[config.mk]
export PLATFORM = sky130hd
export DESIGN_NAME = nic_input_block
export DESIGN_NICKNAME = d
export VERILOG_FILES = /design/src/hdl/noc_flit_pkg.sv /design/src/hdl/test_engine_pkg.sv /design/src/hdl/nic_input_control_unit.sv /design/src/hdl/nic_input_block.sv
export VERILOG_INCLUDE_DIRS = /design/src /design/src/hdl
export SDC_FILE = /design/constraint.sdc
export NUM_CORES = 1
export LEC_CHECK = 0
export ABC_AREA = 1
export BUFFER_PORTS_ARGS = -buffer_cell sky130_fd_sc_hd__buf_2
export CAP_MARGIN = 0
export CELL_PAD_IN_SITES_DETAIL_PLACEMENT = 1
export CELL_PAD_IN_SITES_GLOBAL_PLACEMENT = 2
export CORE_ASPECT_RATIO = 0.9
export CORE_UTILIZATION = 28
export DETAILED_ROUTE_END_ITERATION = 12
export PLACE_DENSITY_LB_ADDON = 0.1
export SYNTH_ARGS = -nofsm -noshare
export SYNTH_HDL_FRONTEND = slang
export SYNTH_SLANG_ARGS = --single-unit
[constraint.sdc]
create_clock -name clk -period 1.4 [get_ports clk]
set_input_delay 0.07 -clock clk [delete_from_list [all_inputs] [get_ports clk]]
set_output_delay 0.07 -clock clk [all_outputs]
set_load 0.02 [all_outputs]
[src/hdl/nic_cfg.svh]
`ifndef NIC_CFG_SVH
`define NIC_CFG_SVH

// Width of one flit payload in bits
`define FLIT_WIDTH 32

// Data flits that follow each request header
`define DATA_FLITS 4

// Packet credits held by the output side after reset
// One credit covers one whole response packet
`define OUTPUT_CREDITS 2

// Identifier of this node, used as src in every response header
`define NODE_ID 8'h2A

`endif

[src/hdl/noc_flit_pkg.sv]
`include "nic_cfg.svh"

package noc_flit_pkg;

	// Raw payload carried by every flit
	typedef logic [`FLIT_WIDTH-1:0] flit_payload_t;

	// Node address on the network
	typedef logic [7:0] node_id_t;

	// Opcode as it sits in the header, decoded by the engine
	typedef logic [1:0] opcode_field_t;

	// One flit on the link, head bit marks the first flit of a packet
	typedef struct packed {
		logic          head;
		flit_payload_t payload;
	} flit_t;

	// Layout of a header payload, dst in the top byte
	typedef struct packed {
		node_id_t                dst;
		node_id_t                src;
		opcode_field_t           opcode;
		logic [`FLIT_WIDTH-19:0] reserved;
	} header_t;

	// Complete request as handed to the engine
	// data[0] is the first data flit after the header
	typedef struct packed {
		header_t                         header;
		flit_payload_t [`DATA_FLITS-1:0] data;
	} packet_t;

endpackage

[src/hdl/test_engine_pkg.sv]
`include "nic_cfg.svh"

package test_engine_pkg;
	import noc_flit_pkg::*;

	// Reduction selected by the request header
	typedef enum logic [1:0] {
		OP_SUM = 2'd0,
		OP_XOR = 2'd1,
		OP_MAX = 2'd2,
		OP_MIN = 2'd3
	} op_t;

	// Reduced value, same width as a flit payload
	typedef logic [`FLIT_WIDTH-1:0] result_t;

	// Result handed from the engine to the output side
	typedef struct packed {
		node_id_t reply_dst;
		result_t  value;
	} response_t;

	// Data flit index inside the engine
	typedef logic [$clog2(`DATA_FLITS+1)-1:0] flit_idx_t;

	// Output credit count, 0 up to OUTPUT_CREDITS
	typedef logic [$clog2(`OUTPUT_CREDITS+1)-1:0] credit_cnt_t;

	// FSM encodings
	typedef enum logic [1:0] {IDLE, CAPTURE, WAIT} icu_state_t;
	typedef enum logic [1:0] {PE_IDLE, PE_RUN, PE_DONE} pe_state_t;
	typedef enum logic [1:0] {OB_EMPTY, OB_HEAD, OB_BODY} ob_state_t;

endpackage

[src/hdl/nic_input_control_unit.sv]
`timescale 1ns/10ps
`include "nic_cfg.svh"

module nic_input_control_unit
	import test_engine_pkg::*;
(
	input  logic                 clk,
	input  logic                 reset,
	input  logic                 header_field,
	input  logic                 busy_engine,
	input  logic                 zero_credits,
	output logic                 transfer2pe_strobe,
	output logic                 write_strobe,
	output logic [`DATA_FLITS:0] register_enable
);

	// Enable pattern for slot 0, where the header lands
	localparam logic [`DATA_FLITS:0] SLOT_HEADER = {{`DATA_FLITS{1'b0}}, 1'b1};

	icu_state_t           state_reg;
	icu_state_t           state_next;
	logic [`DATA_FLITS:0] enable_next;
	logic                 pe_free;
	logic                 last_slot;

	// Engine idle and a response slot guaranteed on the output side
	assign pe_free = !busy_engine && !zero_credits;

	// Final data flit is on the link in this cycle
	assign last_slot = (state_reg == CAPTURE) && register_enable[`DATA_FLITS];

	always_ff @(posedge clk)
	begin
		if (reset)
			state_reg <= IDLE;
		else
			state_reg <= state_next;
	end

	// Next state
	always_comb
	begin
		state_next = state_reg;
		case (state_reg)
			IDLE:
				if (header_field)
					state_next = CAPTURE;
			CAPTURE:
				// Hand over right away if possible, else park the packet
				if (last_slot)
					state_next = pe_free ? IDLE : WAIT;
			WAIT:
				if (pe_free)
					state_next = IDLE;
			default:
				state_next = IDLE;
		endcase
	end

	// Hand over on the last flit or later out of WAIT
	assign transfer2pe_strobe = (last_slot || (state_reg == WAIT)) && pe_free;

	// Header in IDLE, then one flit per cycle since flits come back to back
	assign write_strobe = ((state_reg == IDLE) && header_field) || (state_reg == CAPTURE);

	// One-hot sequencer
	// Rotates per written flit, wraps to slot 0 after the last data flit
	always_comb
	begin
		if (write_strobe)
			enable_next = {register_enable[`DATA_FLITS-1:0], register_enable[`DATA_FLITS]};
		else if (state_next == IDLE)
			enable_next = SLOT_HEADER;
		else
			enable_next = register_enable;
	end

	always_ff @(posedge clk)
	begin
		if (reset)
			register_enable <= SLOT_HEADER;
		else
			register_enable <= enable_next;
	end

	// Exactly one bank slot selected in every cycle
	assert property (@(posedge clk) disable iff (reset) $onehot(register_enable));

endmodule

[src/hdl/nic_input_block.sv]
`timescale 1ns/10ps
`include "nic_cfg.svh"

module nic_input_block
	import noc_flit_pkg::*;
(
	input  logic    clk,
	input  logic    reset,
	input  logic    in_valid,
	input  flit_t   in_flit,
	output logic    in_credit,
	input  logic    busy_engine,
	input  logic    zero_credits,
	output packet_t packet,
	output logic    transfer2pe_strobe
);

	// Flit bank, slot 0 is the header
	flit_payload_t        bank [`DATA_FLITS+1];
	// Bank as seen this cycle, with the flit being written passed through
	flit_payload_t        slot_view [`DATA_FLITS+1];
	logic                 header_field;
	logic                 write_strobe;
	logic [`DATA_FLITS:0] register_enable;

	// Start of packet
	assign header_field = in_valid && in_flit.head;

	nic_input_control_unit u_control (
		.clk                (clk),
		.reset              (reset),
		.header_field       (header_field),
		.busy_engine        (busy_engine),
		.zero_credits       (zero_credits),
		.transfer2pe_strobe (transfer2pe_strobe),
		.write_strobe       (write_strobe),
		.register_enable    (register_enable)
	);

	// Each enable bit owns one slot
	always_ff @(posedge clk)
	begin
		for (int i = 0; i <= `DATA_FLITS; i++)
			if (write_strobe && register_enable[i])
				bank[i] <= in_flit.payload;
	end

	// Last data flit is still on the link when the strobe fires on it
	always_comb
	begin
		for (int i = 0; i <= `DATA_FLITS; i++)
			slot_view[i] = (write_strobe && register_enable[i]) ? in_flit.payload : bank[i];
	end

	always_comb
	begin
		packet.header = header_t'(slot_view[0]);
		for (int i = 0; i < `DATA_FLITS; i++)
			packet.data[i] = slot_view[i+1];
	end

	// Buffer freed as soon as the engine takes the packet
	assign in_credit = transfer2pe_strobe;

	// A data flit must always fall into a running capture,
	// never into an idle or parked control unit
	assert property (@(posedge clk) disable iff (reset)
		(in_valid && !in_flit.head) |-> write_strobe);

endmodule

==> results of run 1 <==
==> cell usage after synthesis, types with 2 or more instances <==
cell type and instances:
sky130_fd_sc_hd__a21oi_1 5, sky130_fd_sc_hd__buf_4 4, sky130_fd_sc_hd__buf_6 12, sky130_fd_sc_hd__buf_8 12
sky130_fd_sc_hd__clkbuf_2 6, sky130_fd_sc_hd__dfxtp_1 167, sky130_fd_sc_hd__inv_1 36, sky130_fd_sc_hd__nand2_1 169
sky130_fd_sc_hd__nand3_2 4, sky130_fd_sc_hd__nand4_1 5, sky130_fd_sc_hd__nor2_1 2, sky130_fd_sc_hd__o21ai_0 115
sky130_fd_sc_hd__o21ai_1 45
==> area by class of cell <==
| type | count | area (um^2) |
|---|---|---|
| repair buffers | 238 | 2330 |
| flip-flops and latches | 167 | 3350 |
| inverters | 38 | 150 |
| clock buffers | 18 | 439 |
| multi-input cells | 349 | 2420 |
| clock inverters | 14 | 171 |
| fillers | 2104 | 9990 |
| well taps | 250 | 313 |
==> worst max path at each step <==
stage | startpoint | endpoint | cells past startpoint
floorplan | u_control.state_reg[0] | bank[0][127] | 6
global placement | u_control.state_reg[0] | packet[144] | 6
detailed placement | u_control.state_reg[0] | packet[144] | 6
CTS | u_control.state_reg[0] | packet[139] | 6
global route | u_control.state_reg[0] | packet[25] | 8
finish | u_control.state_reg[0] | packet[25] | 8
==> routing by layer <==
layer	global-route usage [%]	vias to the layer above	routed length (um)
met5	0	-	0
met4	4.59	0	131
met3	6.35	10	1110
met2	28.6	131	8370
met1	22.6	2244	7950
li1	-	2393	-
==> kinds of logic (layout without fill, tap and decap cells) <==
group | after synthesis | count (layout) | synth area share [%]
AOI/OAI and AO/OA | 165 | 165 | 15.1
buffers and inverters | 73 | 308 | 9.63
and+or+nand+nor | 184 | 184 | 14.0
DFF | 167 | 167 | 61.3
==> power groups by stage <==
stage	clock [uW]	sequential, uW	combinational (uW)
detailed placement	0	5820	2960
global route	5220	5840	4750
floorplan	0	5770	1900
global placement	0	5800	2920
finish	4890	5770	4430
CTS	5020	5750	4000
==> worst max-delay path: stages, from the launching register on <==
cell,delay [ns]
sky130_fd_sc_hd__dfxtp_2,0.35
sky130_fd_sc_hd__inv_4,0.05
sky130_fd_sc_hd__nand2_8,0.11
sky130_fd_sc_hd__nand3_4,0.13
sky130_fd_sc_hd__buf_12,0.17
sky130_fd_sc_hd__buf_16,0.15
sky130_fd_sc_hd__nand2_4,0.08
sky130_fd_sc_hd__o21ai_4,0.06
sky130_fd_sc_hd__buf_6,0.15
==> per-stage QoR <==
step / instance area [um^2] / utilization, % / total power, uW
2_1_floorplan: 5460 / - / 7670
3_3_place_gp: 6650 / 34.7 / 8720
3_5_place_dp: 6650 / 34.7 / 8790
4_1_cts: 8590 / 44.9 / 14800
5_1_grt: 9170 / 47.8 / 15800
6_report: 9170 / 47.8 / 15100
==> what timing repair did <==
item | in CTS | in global routing
setup endpoints to repair | 162 | 165
resized for setup | 398 | 143
hold buffers | 1 | 0
gates cloned | 3 | 1
hold endpoints to repair | 6 | 0
pin swaps | 2 | 3
buffers inserted | 17 | 5
==> results.rst, run 1 <==
.. list-table::
   :header-rows: 1

   * - Metric
     - Value
   * - Syn Area/Cell
     - 9.27 um^2
   * - Cell taking the most area after synthesis
     - sky130_fd_sc_hd__dfxtp_1
   * - Routability congestion estimate from global placement
     - ~0.73
   * - Sum of routed wire length over all layers
     - between 15000 and 20000 um
   * - Count of unresolved DRC violations after routing
     - 0
   * - Endpoint kind of the worst setup timing path
     - primary output
   * - Worst reg-to-reg path cell count
     - 11
   * - Post-synth EDFFs
     - 0
   * - Post-synthesis instance area
     - around 5500 um^2
   * - Congestion Overflow GR
     - 0
   * - Vias in the first global route
     - approximately 5000
   * - Max capacitance violation total
     - 0
   * - Core area
     - between 15000 and 20000 um^2
   * - Largest cells by area after synthesis
     - sky130_fd_sc_hd__dfxtp_1 61%, sky130_fd_sc_hd__nand2_1 12%, sky130_fd_sc_hd__o21ai_0 11%, sky130_fd_sc_hd__o21ai_1 4.1%, sky130_fd_sc_hd__buf_8 3.3%
   * - Tightest Hold Check Type
     - in -> reg
   * - P&R area growth vs syn
     - 67.9%
   * - Commonest non-fill, non-tap cell in the layout
     - sky130_fd_sc_hd__dfxtp_1
   * - Worst-case hold slack
     - about 0.034 ns
   * - Post-synthesis register bit count
     - 167
   * - Share of synthesized area occupied by flip-flops and latches
     - between 60% and 70%
   * - Final non-filler cell total
     - ~1100
   * - Share of total power in sequential cells
     - approximately two fifths
   * - Flip-flop count of the largest register after layout
     - 160
   * - Mapped Nets
     - 627
   * - Final-report hold violation count
     - 0
   * - Mapped Cells
     - just under 600
   * - Total inserted antenna cells
     - 0
   * - Placed cell count
     - around 1000
   * - Area enclosed by the die boundary
     - ~20000 um^2
   * - Data required, critical path
     - ~1.3 ns
   * - CTS clock-pin slew for the worst setup and hold paths
     - about 0.070 ns
   * - Beginning of the worst register-to-register path
     - u_control.state_reg[0]
   * - Antenna violation net count after detailed routing
     - 0
   * - Status
     - complete, but fails checks
   * - RSZ-0062 raised after global routing
     - true
   * - Setup CP Type
     - reg -> out
   * - R2R Setup Slk
     - -0.28 ns
   * - Arrival time of data at the critical path endpoint
     - roughly 1.7 ns
   * - Standard-cell row count
     - 48
   * - Cell leakage power
     - between 0.004 and 0.005 uW
   * - Kind of start point of the critical path
     - flop
   * - Internal power contribution
     - 10400 uW
   * - Worst clock skew
     - between 0.004 and 0.005 ns
   * - Later-pin clock latency in the skew report
     - around 0.42 ns
   * - Clock H-tree levels
     - 4
   * - Vertical die dimension
     - between 100 and 150 um
   * - Iteration count of the initial detailed-routing pass
     - 4
   * - Global Route Usage Sum
     - between 15 and 20%
   * - Commonest register cell after synthesis
     - sky130_fd_sc_hd__dfxtp_1
   * - Clock root buffer master
     - sky130_fd_sc_hd__clkbuf_16
   * - Count of different cell masters after synthesis
     - 20
   * - Endpoint of the worst-slack reg-to-reg timing path
     - bank[0][54]
   * - Final setup margin
     - -0.355 ns
   * - Number of buffer cells added on primary ports
     - roughly 200
   * - Maximum number of pins on one net before global-route repair
     - 31
   * - Power density normalized to cell area
     - about 1600 nW/um^2
   * - Commonest non-fill, non-tap cells in the layout
     - 165 x sky130_fd_sc_hd__dfxtp_1, 142 x sky130_fd_sc_hd__nand2_1, 128 x sky130_fd_sc_hd__o21ai_2
   * - Worst-path fanout max
     - 7
   * - Relative slew margins
     - around 75%
   * - Layout cells sized above 1
     - roughly 55%
   * - Fraction of power consumed by the clock network
     - 32.4%
   * - Share of Yosys cell area claimed by the top area cell type
     - approximately 60%
   * - Initial cell density of the core
     - about 28%
   * - Proportion of power drawn by combinational gates
     - between 20% and 30%
   * - Final-layout setup total negative slack
     - -44.85 ns
   * - Share of the clock period used by the worst path after layout
     - 125%
   * - Iteration-0 DRC Markers
     - between 100 and 150
   * - Routed wire length per instance
     - roughly 16 um
   * - Failing checks
     - setup timing
   * - Total number of yosys warnings
     - 0
   * - Horizontal die dimension
     - 149 um
   * - Slew at the pin with the worst max-slew slack
     - approximately 0.37 ns
   * - TritonCTS clock tree
     - done
   * - Switching power total
     - between 4000 and 5000 uW
   * - DP HPWL
     - between 10000 and 15000 um
   * - Number of top-level pins
     - 200
   * - Clock sink count
     - 167
   * - Switching Share
     - a little under a third
   * - Number of buffers on the longest clock path
     - 2
   * - Pre-CTS setup slack
     - -0.0546 ns
   * - Routed via count divided by cell count
     - approximately 4.4
   * - Worst hold path endpoint
     - bank[0][133]
   * - Num CTS Buffers
     - 17
   * - Max frequency
     - about 570 MHz
   * - Proportion of register bits with asynchronous set or reset after synthesis
     - 0%
   * - Count of vias placed by the detailed router
     - 4778
   * - Number of antenna violations at the first check in global routing
     - 0
   * - Worst hold path depth
     - 3
   * - Worst min-delay path startpoint
     - in_flit[5]
   * - First-pass GRT wire length
     - about 27000 um
   * - Final Setup Violations
     - between 150 and 200
   * - Total Nets Final
     - between 800 and 900
   * - Period minus WS final
     - around 1.8 ns
   * - IR drop worst, VDD
     - between 0.0008 and 0.0009 V
   * - Final-report max-slew violation count
     - 0
Note: power is estimated with default switching activity, not from simulation.
==> run 2, diff against run 1 <==
- SKIP_CTS_REPAIR_TIMING: default -> 1
==> run 2 against run 1 <==
  * The run still ends with setup timing left
  * Critical path type unchanged
  * Core utilization down 4.2 points
  * Cell area decreased by 8.9%
  * Largest power group unchanged
  * Highest routed layer unchanged
  * Non-clock buffer count decreased by 12
==> results.rst, run 2 (synthesized netlist as in run 1, its figures left out) <==
.. list-table::
   :header-rows: 1

   * - Metric
     - Value
   * - Status
     - complete, but fails checks
   * - Failing checks
     - setup timing
   * - R2R Setup Slk
     - 0.19 ns (+0.47 ns)
   * - Period minus WS final
     - 1.74 ns (-0.0128 ns)
   * - Slew at the pin with the worst max-slew slack
     - 0.308 ns (-0.0623 ns)
   * - IR drop worst, VDD
     - 0.000759 V (-8.9%)
   * - Vertical die dimension
     - 134 um (unchanged)
   * - Iteration count of the initial detailed-routing pass
     - 5 (+1)
   * - Number of top-level pins
     - 200 (unchanged)
   * - Area enclosed by the die boundary
     - 20100 um^2 (unchanged)
   * - Max capacitance violation total
     - 0 (unchanged)
   * - Max frequency
     - 574 MHz (+0.73%)
   * - Number of buffer cells added on primary ports
     - 199 (unchanged)
   * - Routed via count divided by cell count
     - 4.44 (-0.27%)
   * - Antenna violation net count after detailed routing
     - 0 (unchanged)
   * - TritonCTS clock tree
     - done
   * - Flip-flop count of the largest register after layout
     - 160 (unchanged)
   * - Final Setup Violations
     - 162 (-1.8%)
   * - Internal power contribution
     - 9930 uW (-4.2%)
   * - Final-report max-slew violation count
     - 0 (unchanged)
   * - Placed cell count
     - 1021 (unchanged)
   * - Initial cell density of the core
     - 28.5% (unchanged)
   * - Commonest non-fill, non-tap cell in the layout
     - sky130_fd_sc_hd__dfxtp_1
   * - Setup CP Type
     - reg -> out
   * - Clock root buffer master
     - sky130_fd_sc_hd__clkbuf_16
   * - Sum of routed wire length over all layers
     - 17600 um (about the same)
   * - Core area
     - 19200 um^2 (unchanged)
   * - Clock sink count
     - 167 (unchanged)
   * - Number of antenna violations at the first check in global routing
     - 0 (unchanged)
   * - Routability congestion estimate from global placement
     - 0.730 (unchanged)
   * - Standard-cell row count
     - 48 (unchanged)
   * - Worst hold path depth
     - 3 (unchanged)
   * - Share of total power in sequential cells
     - 39.6% (+1.4 points)
   * - Maximum number of pins on one net before global-route repair
     - 31 (unchanged)
   * - Worst clock skew
     - 0.00524 ns (+0.000775 ns)
   * - Data required, critical path
     - 1.33 ns (about the same)
   * - Switching Share
     - 31.2% (-0.14 points)
   * - Pre-CTS setup slack
     - -0.0546 ns (unchanged)
   * - Arrival time of data at the critical path endpoint
     - 1.67 ns (-0.02 ns)
   * - Worst-path fanout max
     - 9 (+2)
   * - Count of unresolved DRC violations after routing
     - 0 (unchanged)
   * - Endpoint kind of the worst setup timing path
     - primary output
   * - Total Nets Final
     - 837 (-1.4%)
   * - Clock H-tree levels
     - 4 (unchanged)
   * - Share of the clock period used by the worst path after layout
     - 124% (-0.91 points)
   * - Routed wire length per instance
     - 16.5 um (+1.1%)
   * - Proportion of power drawn by combinational gates
     - 26.5% (-2.9 points)
   * - Congestion Overflow GR
     - 0 (unchanged)
   * - First-pass GRT wire length
     - 25200 um (-7.4%)
   * - Final non-filler cell total
     - 1062 (-1.1%)
   * - CTS clock-pin slew for the worst setup and hold paths
     - 0.06 ns (about the same)
   * - Fraction of power consumed by the clock network
     - 33.8% (+1.4 points)
   * - Final-report hold violation count
     - 0 (unchanged)
   * - Worst-case hold slack
     - 0.0156 ns (-0.0186 ns)
   * - Switching power total
     - 4500 uW (-4.8%)
   * - Power density normalized to cell area
     - 1730 nW/um^2 (+4.9%)
   * - Kind of start point of the critical path
     - flop
   * - Relative slew margins
     - 79.4% (+4.1 points)
   * - Horizontal die dimension
     - 149 um (unchanged)
   * - Global Route Usage Sum
     - 16.5% (-1.3 points)
   * - Tightest Hold Check Type
     - in -> reg
   * - Layout cells sized above 1
     - 45.0% (-9.7 points)
   * - Utilization after layout
     - 43.6% (-4.2 points)
   * - Final setup margin
     - -0.342 ns (+0.0128 ns)
   * - Cell leakage power
     - 0.00387 uW (-5.6%)
   * - Worst reg-to-reg path cell count
     - 7 (-4)
   * - Commonest non-fill, non-tap cells in the layout
     - 165 x sky130_fd_sc_hd__dfxtp_1, 164 x sky130_fd_sc_hd__nand2_1, 90 x sky130_fd_sc_hd__o21ai_2
   * - P&R area growth vs syn
     - 53.0%
   * - Number of buffers on the longest clock path
     - 2 (unchanged)
   * - Vias in the first global route
     - 4550 (-7.7%)
   * - Count of vias placed by the detailed router
     - 4712 (-1.4%)
   * - Later-pin clock latency in the skew report
     - 0.42 ns (about the same)
   * - Total inserted antenna cells
     - 0 (unchanged)
   * - Num CTS Buffers
     - 17 (unchanged)
   * - DP HPWL
     - 11500 um (unchanged)
   * - RSZ-0062 raised after global routing
     - true
   * - Iteration-0 DRC Markers
     - 97 (-19%)
run 2: cell types whose count changed in the layout (fill, tap and decap cells not counted), moves of 2 or more:
cell	previous run	this run
sky130_fd_sc_hd__o21ai_4	15	3
sky130_fd_sc_hd__nand2_1	142	164
sky130_fd_sc_hd__buf_2	37	78
sky130_fd_sc_hd__nand2_4	16	0
sky130_fd_sc_hd__buf_4	77	79
sky130_fd_sc_hd__buf_6	105	49
sky130_fd_sc_hd__o21ai_1	17	67
sky130_fd_sc_hd__buf_16	2	0
sky130_fd_sc_hd__nand2_2	11	5
sky130_fd_sc_hd__clkbuf_16	18	22
sky130_fd_sc_hd__o21ai_2	128	90
run 2: per-stage QoR:
| stage | area (um^2) | power (uW) | setup TNS, ns |
|---|---|---|---|
| floorplan | 5460 | 7670 | -9.37 |
| global placement | 6650 | 8720 | -0.0297 |
| detailed placement | 6650 | 8790 | -0.135 |
| CTS | 7260 | 13700 | -62.33 |
| global route | 8350 | 15100 | -59.85 |
| finish | 8350 | 14400 | -45.33 |
run 2: final cells by class:
class / count / area (um^2)
Fill cell: 2175 / 10800
Sequential cell: 167 / 3350
Multi-Input combinational cell: 349 / 2000
Timing Repair Buffer: 226 / 1930
Clock buffer: 18 / 439
Tap cell: 250 / 313
Clock inverter: 14 / 171
Inverter: 38 / 148
run 2: worst max-delay path: stages (launching register included):
cell and delay (ns):
sky130_fd_sc_hd__dfxtp_2 0.35, sky130_fd_sc_hd__inv_4 0.05, sky130_fd_sc_hd__nand2_8 0.11, sky130_fd_sc_hd__nand3_4 0.08
sky130_fd_sc_hd__buf_12 0.16, sky130_fd_sc_hd__clkbuf_16 0.17, sky130_fd_sc_hd__o21ai_4 0.17, sky130_fd_sc_hd__buf_6 0.14
run 2: power by group through the flow:
stage                     combinational [uW]  sequential [uW]  clock [uW]
after global placement                  2920             5800           0
after global routing                    4130             5800        5220
after floorplan                         1900             5770           0
after CTS                               2980             5720        5020
final                                   3830             5720        4880
after detailed placement                2960             5820           0
run 2: worst paths after layout:
path | start | endpoint
setup / recovery | u_control.state_reg[0] | packet[29]
hold / removal | in_flit[5] | bank[0][69]
setup reg to reg | u_control.state_reg[0] | bank[0][41]
hold reg to reg | bank[0][53] | bank[0][53]
run 2: routing by layer:
layer	routed length (um)	global-route usage, %
met2	8040	25.1
met1	8200	21.6
met5	0	0
met4	160	4.76
met3	1150	6.42
==> run 3, diff against run 2 <==
- CELL_PAD_IN_SITES_GLOBAL_PLACEMENT: 2 -> 1
- CORE_UTILIZATION: 28 -> 30
- SKIP_CTS_REPAIR_TIMING: 1 -> default
- SLEW_MARGIN: default -> 25
==> run 3 against run 2 <==
  * Largest power group unchanged
  * Sequential power up 2%
  * Non-clock buffer count up 19
  * Sequential cell count unchanged
  * The flow still finishes with violations (setup timing)
==> results.rst, run 3 (synthesized netlist as in run 1, its figures left out) <==
.. list-table::
   :header-rows: 1

   * - Metric
     - Value
   * - Later-pin clock latency in the skew report
     - 0.42 ns (about the same)
   * - Worst reg-to-reg path cell count
     - 8 (+1)
   * - Area enclosed by the die boundary
     - 18700 um^2 (-6.6%)
   * - Number of buffer cells added on primary ports
     - 199 (unchanged)
   * - Routed via count divided by cell count
     - 4.72 (+6.3%)
   * - Switching power total
     - 4930 uW (+9.5%)
   * - Fraction of power consumed by the clock network
     - 32.3% (-1.5 points)
   * - Status
     - complete, but fails checks
   * - Share of the clock period used by the worst path after layout
     - 128% (+3.8 points)
   * - Number of buffers on the longest clock path
     - 2 (unchanged)
   * - Max frequency
     - 557 MHz (-3.0%)
   * - Period minus WS final
     - 1.80 ns (+0.0530 ns)
   * - Worst-path fanout max
     - 12 (+3)
   * - Count of unresolved DRC violations after routing
     - 0 (unchanged)
   * - Clock H-tree levels
     - 4 (unchanged)
   * - Utilization after layout
     - 55.5% (+12 points)
   * - Total inserted antenna cells
     - 0 (unchanged)
   * - Total Nets Final
     - 856 (+2.3%)
   * - P&R area growth vs syn
     - 80.1%
   * - Antenna violation net count after detailed routing
     - 0 (unchanged)
   * - Final setup margin
     - -0.395 ns (-0.0530 ns)
   * - Num CTS Buffers
     - 17 (unchanged)
   * - IR drop worst, VDD
     - 0.000825 V (+8.7%)
   * - Routability congestion estimate from global placement
     - 0.758 (+3.9%)
   * - Final Setup Violations
     - 162 (unchanged)
   * - Setup CP Type
     - reg -> out
   * - Layout cells sized above 1
     - 57.9% (+13 points)
   * - Switching Share
     - 31.2% (about the same)
   * - Worst-case hold slack
     - 0.0604 ns (+0.0448 ns)
   * - Cell at the slowest stage of the critical path
     - sky130_fd_sc_hd__dfxtp_2
   * - Commonest non-fill, non-tap cell in the layout
     - sky130_fd_sc_hd__dfxtp_1
   * - Tightest Hold Check Type
     - in -> reg
   * - Final-report hold violation count
     - 0 (unchanged)
   * - Final-report max-slew violation count
     - 0 (unchanged)
   * - TritonCTS clock tree
     - done
   * - Congestion Overflow GR
     - 0 (unchanged)
   * - CP max stage delay
     - 0.36 ns (about the same)
   * - Proportion of power drawn by combinational gates
     - 30.9% (+4.4 points)
   * - Share of total power in sequential cells
     - 36.8% (-2.8 points)
   * - Slew at the pin with the worst max-slew slack
     - 0.395 ns (+0.0878 ns)
   * - RSZ-0062 raised after global routing
     - true
   * - Sum of routed wire length over all layers
     - 20600 um (+17%)
   * - Maximum number of pins on one net before global-route repair
     - 49 (+58%)
   * - Vertical die dimension
     - 130 um (-3.3%)
   * - Global Route Usage Sum
     - 17.6% (+1.1 points)
   * - Vias in the first global route
     - 4602 (+1.1%)
   * - CTS clock-pin slew for the worst setup and hold paths
     - 0.07 ns (about the same)
   * - Count of vias placed by the detailed router
     - 5053 (+7.2%)
   * - DP HPWL
     - 11100 um (-3.8%)
   * - Data required, critical path
     - 1.33 ns (about the same)
   * - Max capacitance violation total
     - 0 (unchanged)
   * - Clock sink count
     - 167 (unchanged)
   * - Arrival time of data at the critical path endpoint
     - 1.73 ns (+0.06 ns)
   * - Standard-cell row count
     - 46 (-4.2%)
   * - Core area
     - 17700 um^2 (-7.5%)
   * - Initial cell density of the core
     - 30.8% (+2.3 points)
   * - Commonest non-fill, non-tap cells in the layout
     - 166 x sky130_fd_sc_hd__dfxtp_1, 120 x sky130_fd_sc_hd__buf_6, 116 x sky130_fd_sc_hd__nand2_1
   * - Relative slew margins
     - 73.6% (-5.8 points)
   * - Iteration-0 DRC Markers
     - 124 (+28%)
   * - Internal power contribution
     - 10900 uW (+9.5%)
   * - Kind of start point of the critical path
     - flop
   * - Clock root buffer master
     - sky130_fd_sc_hd__clkbuf_16
   * - Worst hold path depth
     - 3 (unchanged)
   * - Number of top-level pins
     - 200 (unchanged)
   * - Final non-filler cell total
     - 1071 (+0.85%)
   * - Flip-flop count of the largest register after layout
     - 160 (unchanged)
   * - Routed wire length per instance
     - 19.3 um (+16%)
   * - Iteration count of the initial detailed-routing pass
     - 4 (-1)
   * - Cell leakage power
     - 0.00432 uW (+12%)
   * - First-pass GRT wire length
     - 25000 um (-0.77%)
   * - Number of antenna violations at the first check in global routing
     - 0 (unchanged)
   * - Horizontal die dimension
     - 144 um (-3.3%)
   * - Endpoint kind of the worst setup timing path
     - primary output
   * - Worst clock skew
     - 0.00687 ns (+0.00164 ns)
   * - Placed cell count
     - 1008 (-1.3%)
   * - Crit path cell chain
     - inv_4 -> nand2_8 -> nand3_4 -> buf_12 -> buf_12 -> o21ai_1 -> buf_4
   * - Failing checks
     - setup timing
   * - Power density normalized to cell area
     - 1610 nW/um^2 (-7.0%)
   * - CP most frequent cell
     - sky130_fd_sc_hd__buf_12
==> run 3: worst paths after layout <==
| path | startpoint | slack [ns] | endpoint |
|---|---|---|---|
| setup / recovery | u_control.state_reg[0] | -0.40 | packet[149] |
| hold / removal | in_flit[14] | 0.06 | bank[0][142] |
| setup reg to reg | u_control.state_reg[0] | 0.10 | bank[0][49] |
| hold reg to reg | bank[0][92] | 0.45 | bank[0][92] |
==> run 3: timing repair <==
item / CTS / global route
hold buffers: 6 / 0
gates resized for setup: 258 / 356
endpoints found under the hold margin: 12 / 0
buffers inserted: 0 / 7
gates cloned: 1 / 17
setup endpoints to repair: 162 / 162
pin swaps: 1 / 3
==> run 3: layer usage <==
layer | share of wire [%] | up-vias | wire (um) | global-route usage, %
met1 | 44 | 2503 | 9140 | 21.5
met3 | 6.1 | 14 | 1250 | 6.64
met4 | 0.74 | 0 | 153 | 4.83
met2 | 49 | 133 | 10100 | 28.9
li1 | - | 2403 | - | -
met5 | 0 | - | 0 | 0
==> run 3: layout make-up <==
class,instances,area (um^2)
fillers,1890,7900
flip-flops and latches,167,3340
repair buffers,245,2660
well taps,240,300
clock inverters,11,171
clock buffers,21,470
inverters,38,148
multi-input cells,349,2740
==> run 3: metrics by stage <==
step	TNS, ns	total power (uW)	cell area (um^2)	worst slack [ns]
after floorplan	-9.37	7670	5460	-0.147
after global placement	0	8650	6610	0.00128
after detailed placement	-0.0247	8730	6610	-0.0231
after CTS	-50.24	14500	8020	-0.388
after global routing	-62.29	16500	9830	-0.479
final	-49.46	15800	9830	-0.395
==> run 3: power groups by stage <==
stage	combinational [uW]	clock, uW	sequential [uW]
final	4890	5110	5810
after global routing	5190	5420	5880
after CTS	3540	5190	5730
after detailed placement	2910	0	5820
after global placement	2860	0	5800
after floorplan	1900	0	5770
==> run 3: worst max-delay path: cells and delay by family (launching register included) <==
kind | cells | cell delay [ns]
compound gates | 1 | 0.18
buf+inv | 4 | 0.55
flops | 1 | 0.36
simple gates | 2 | 0.19
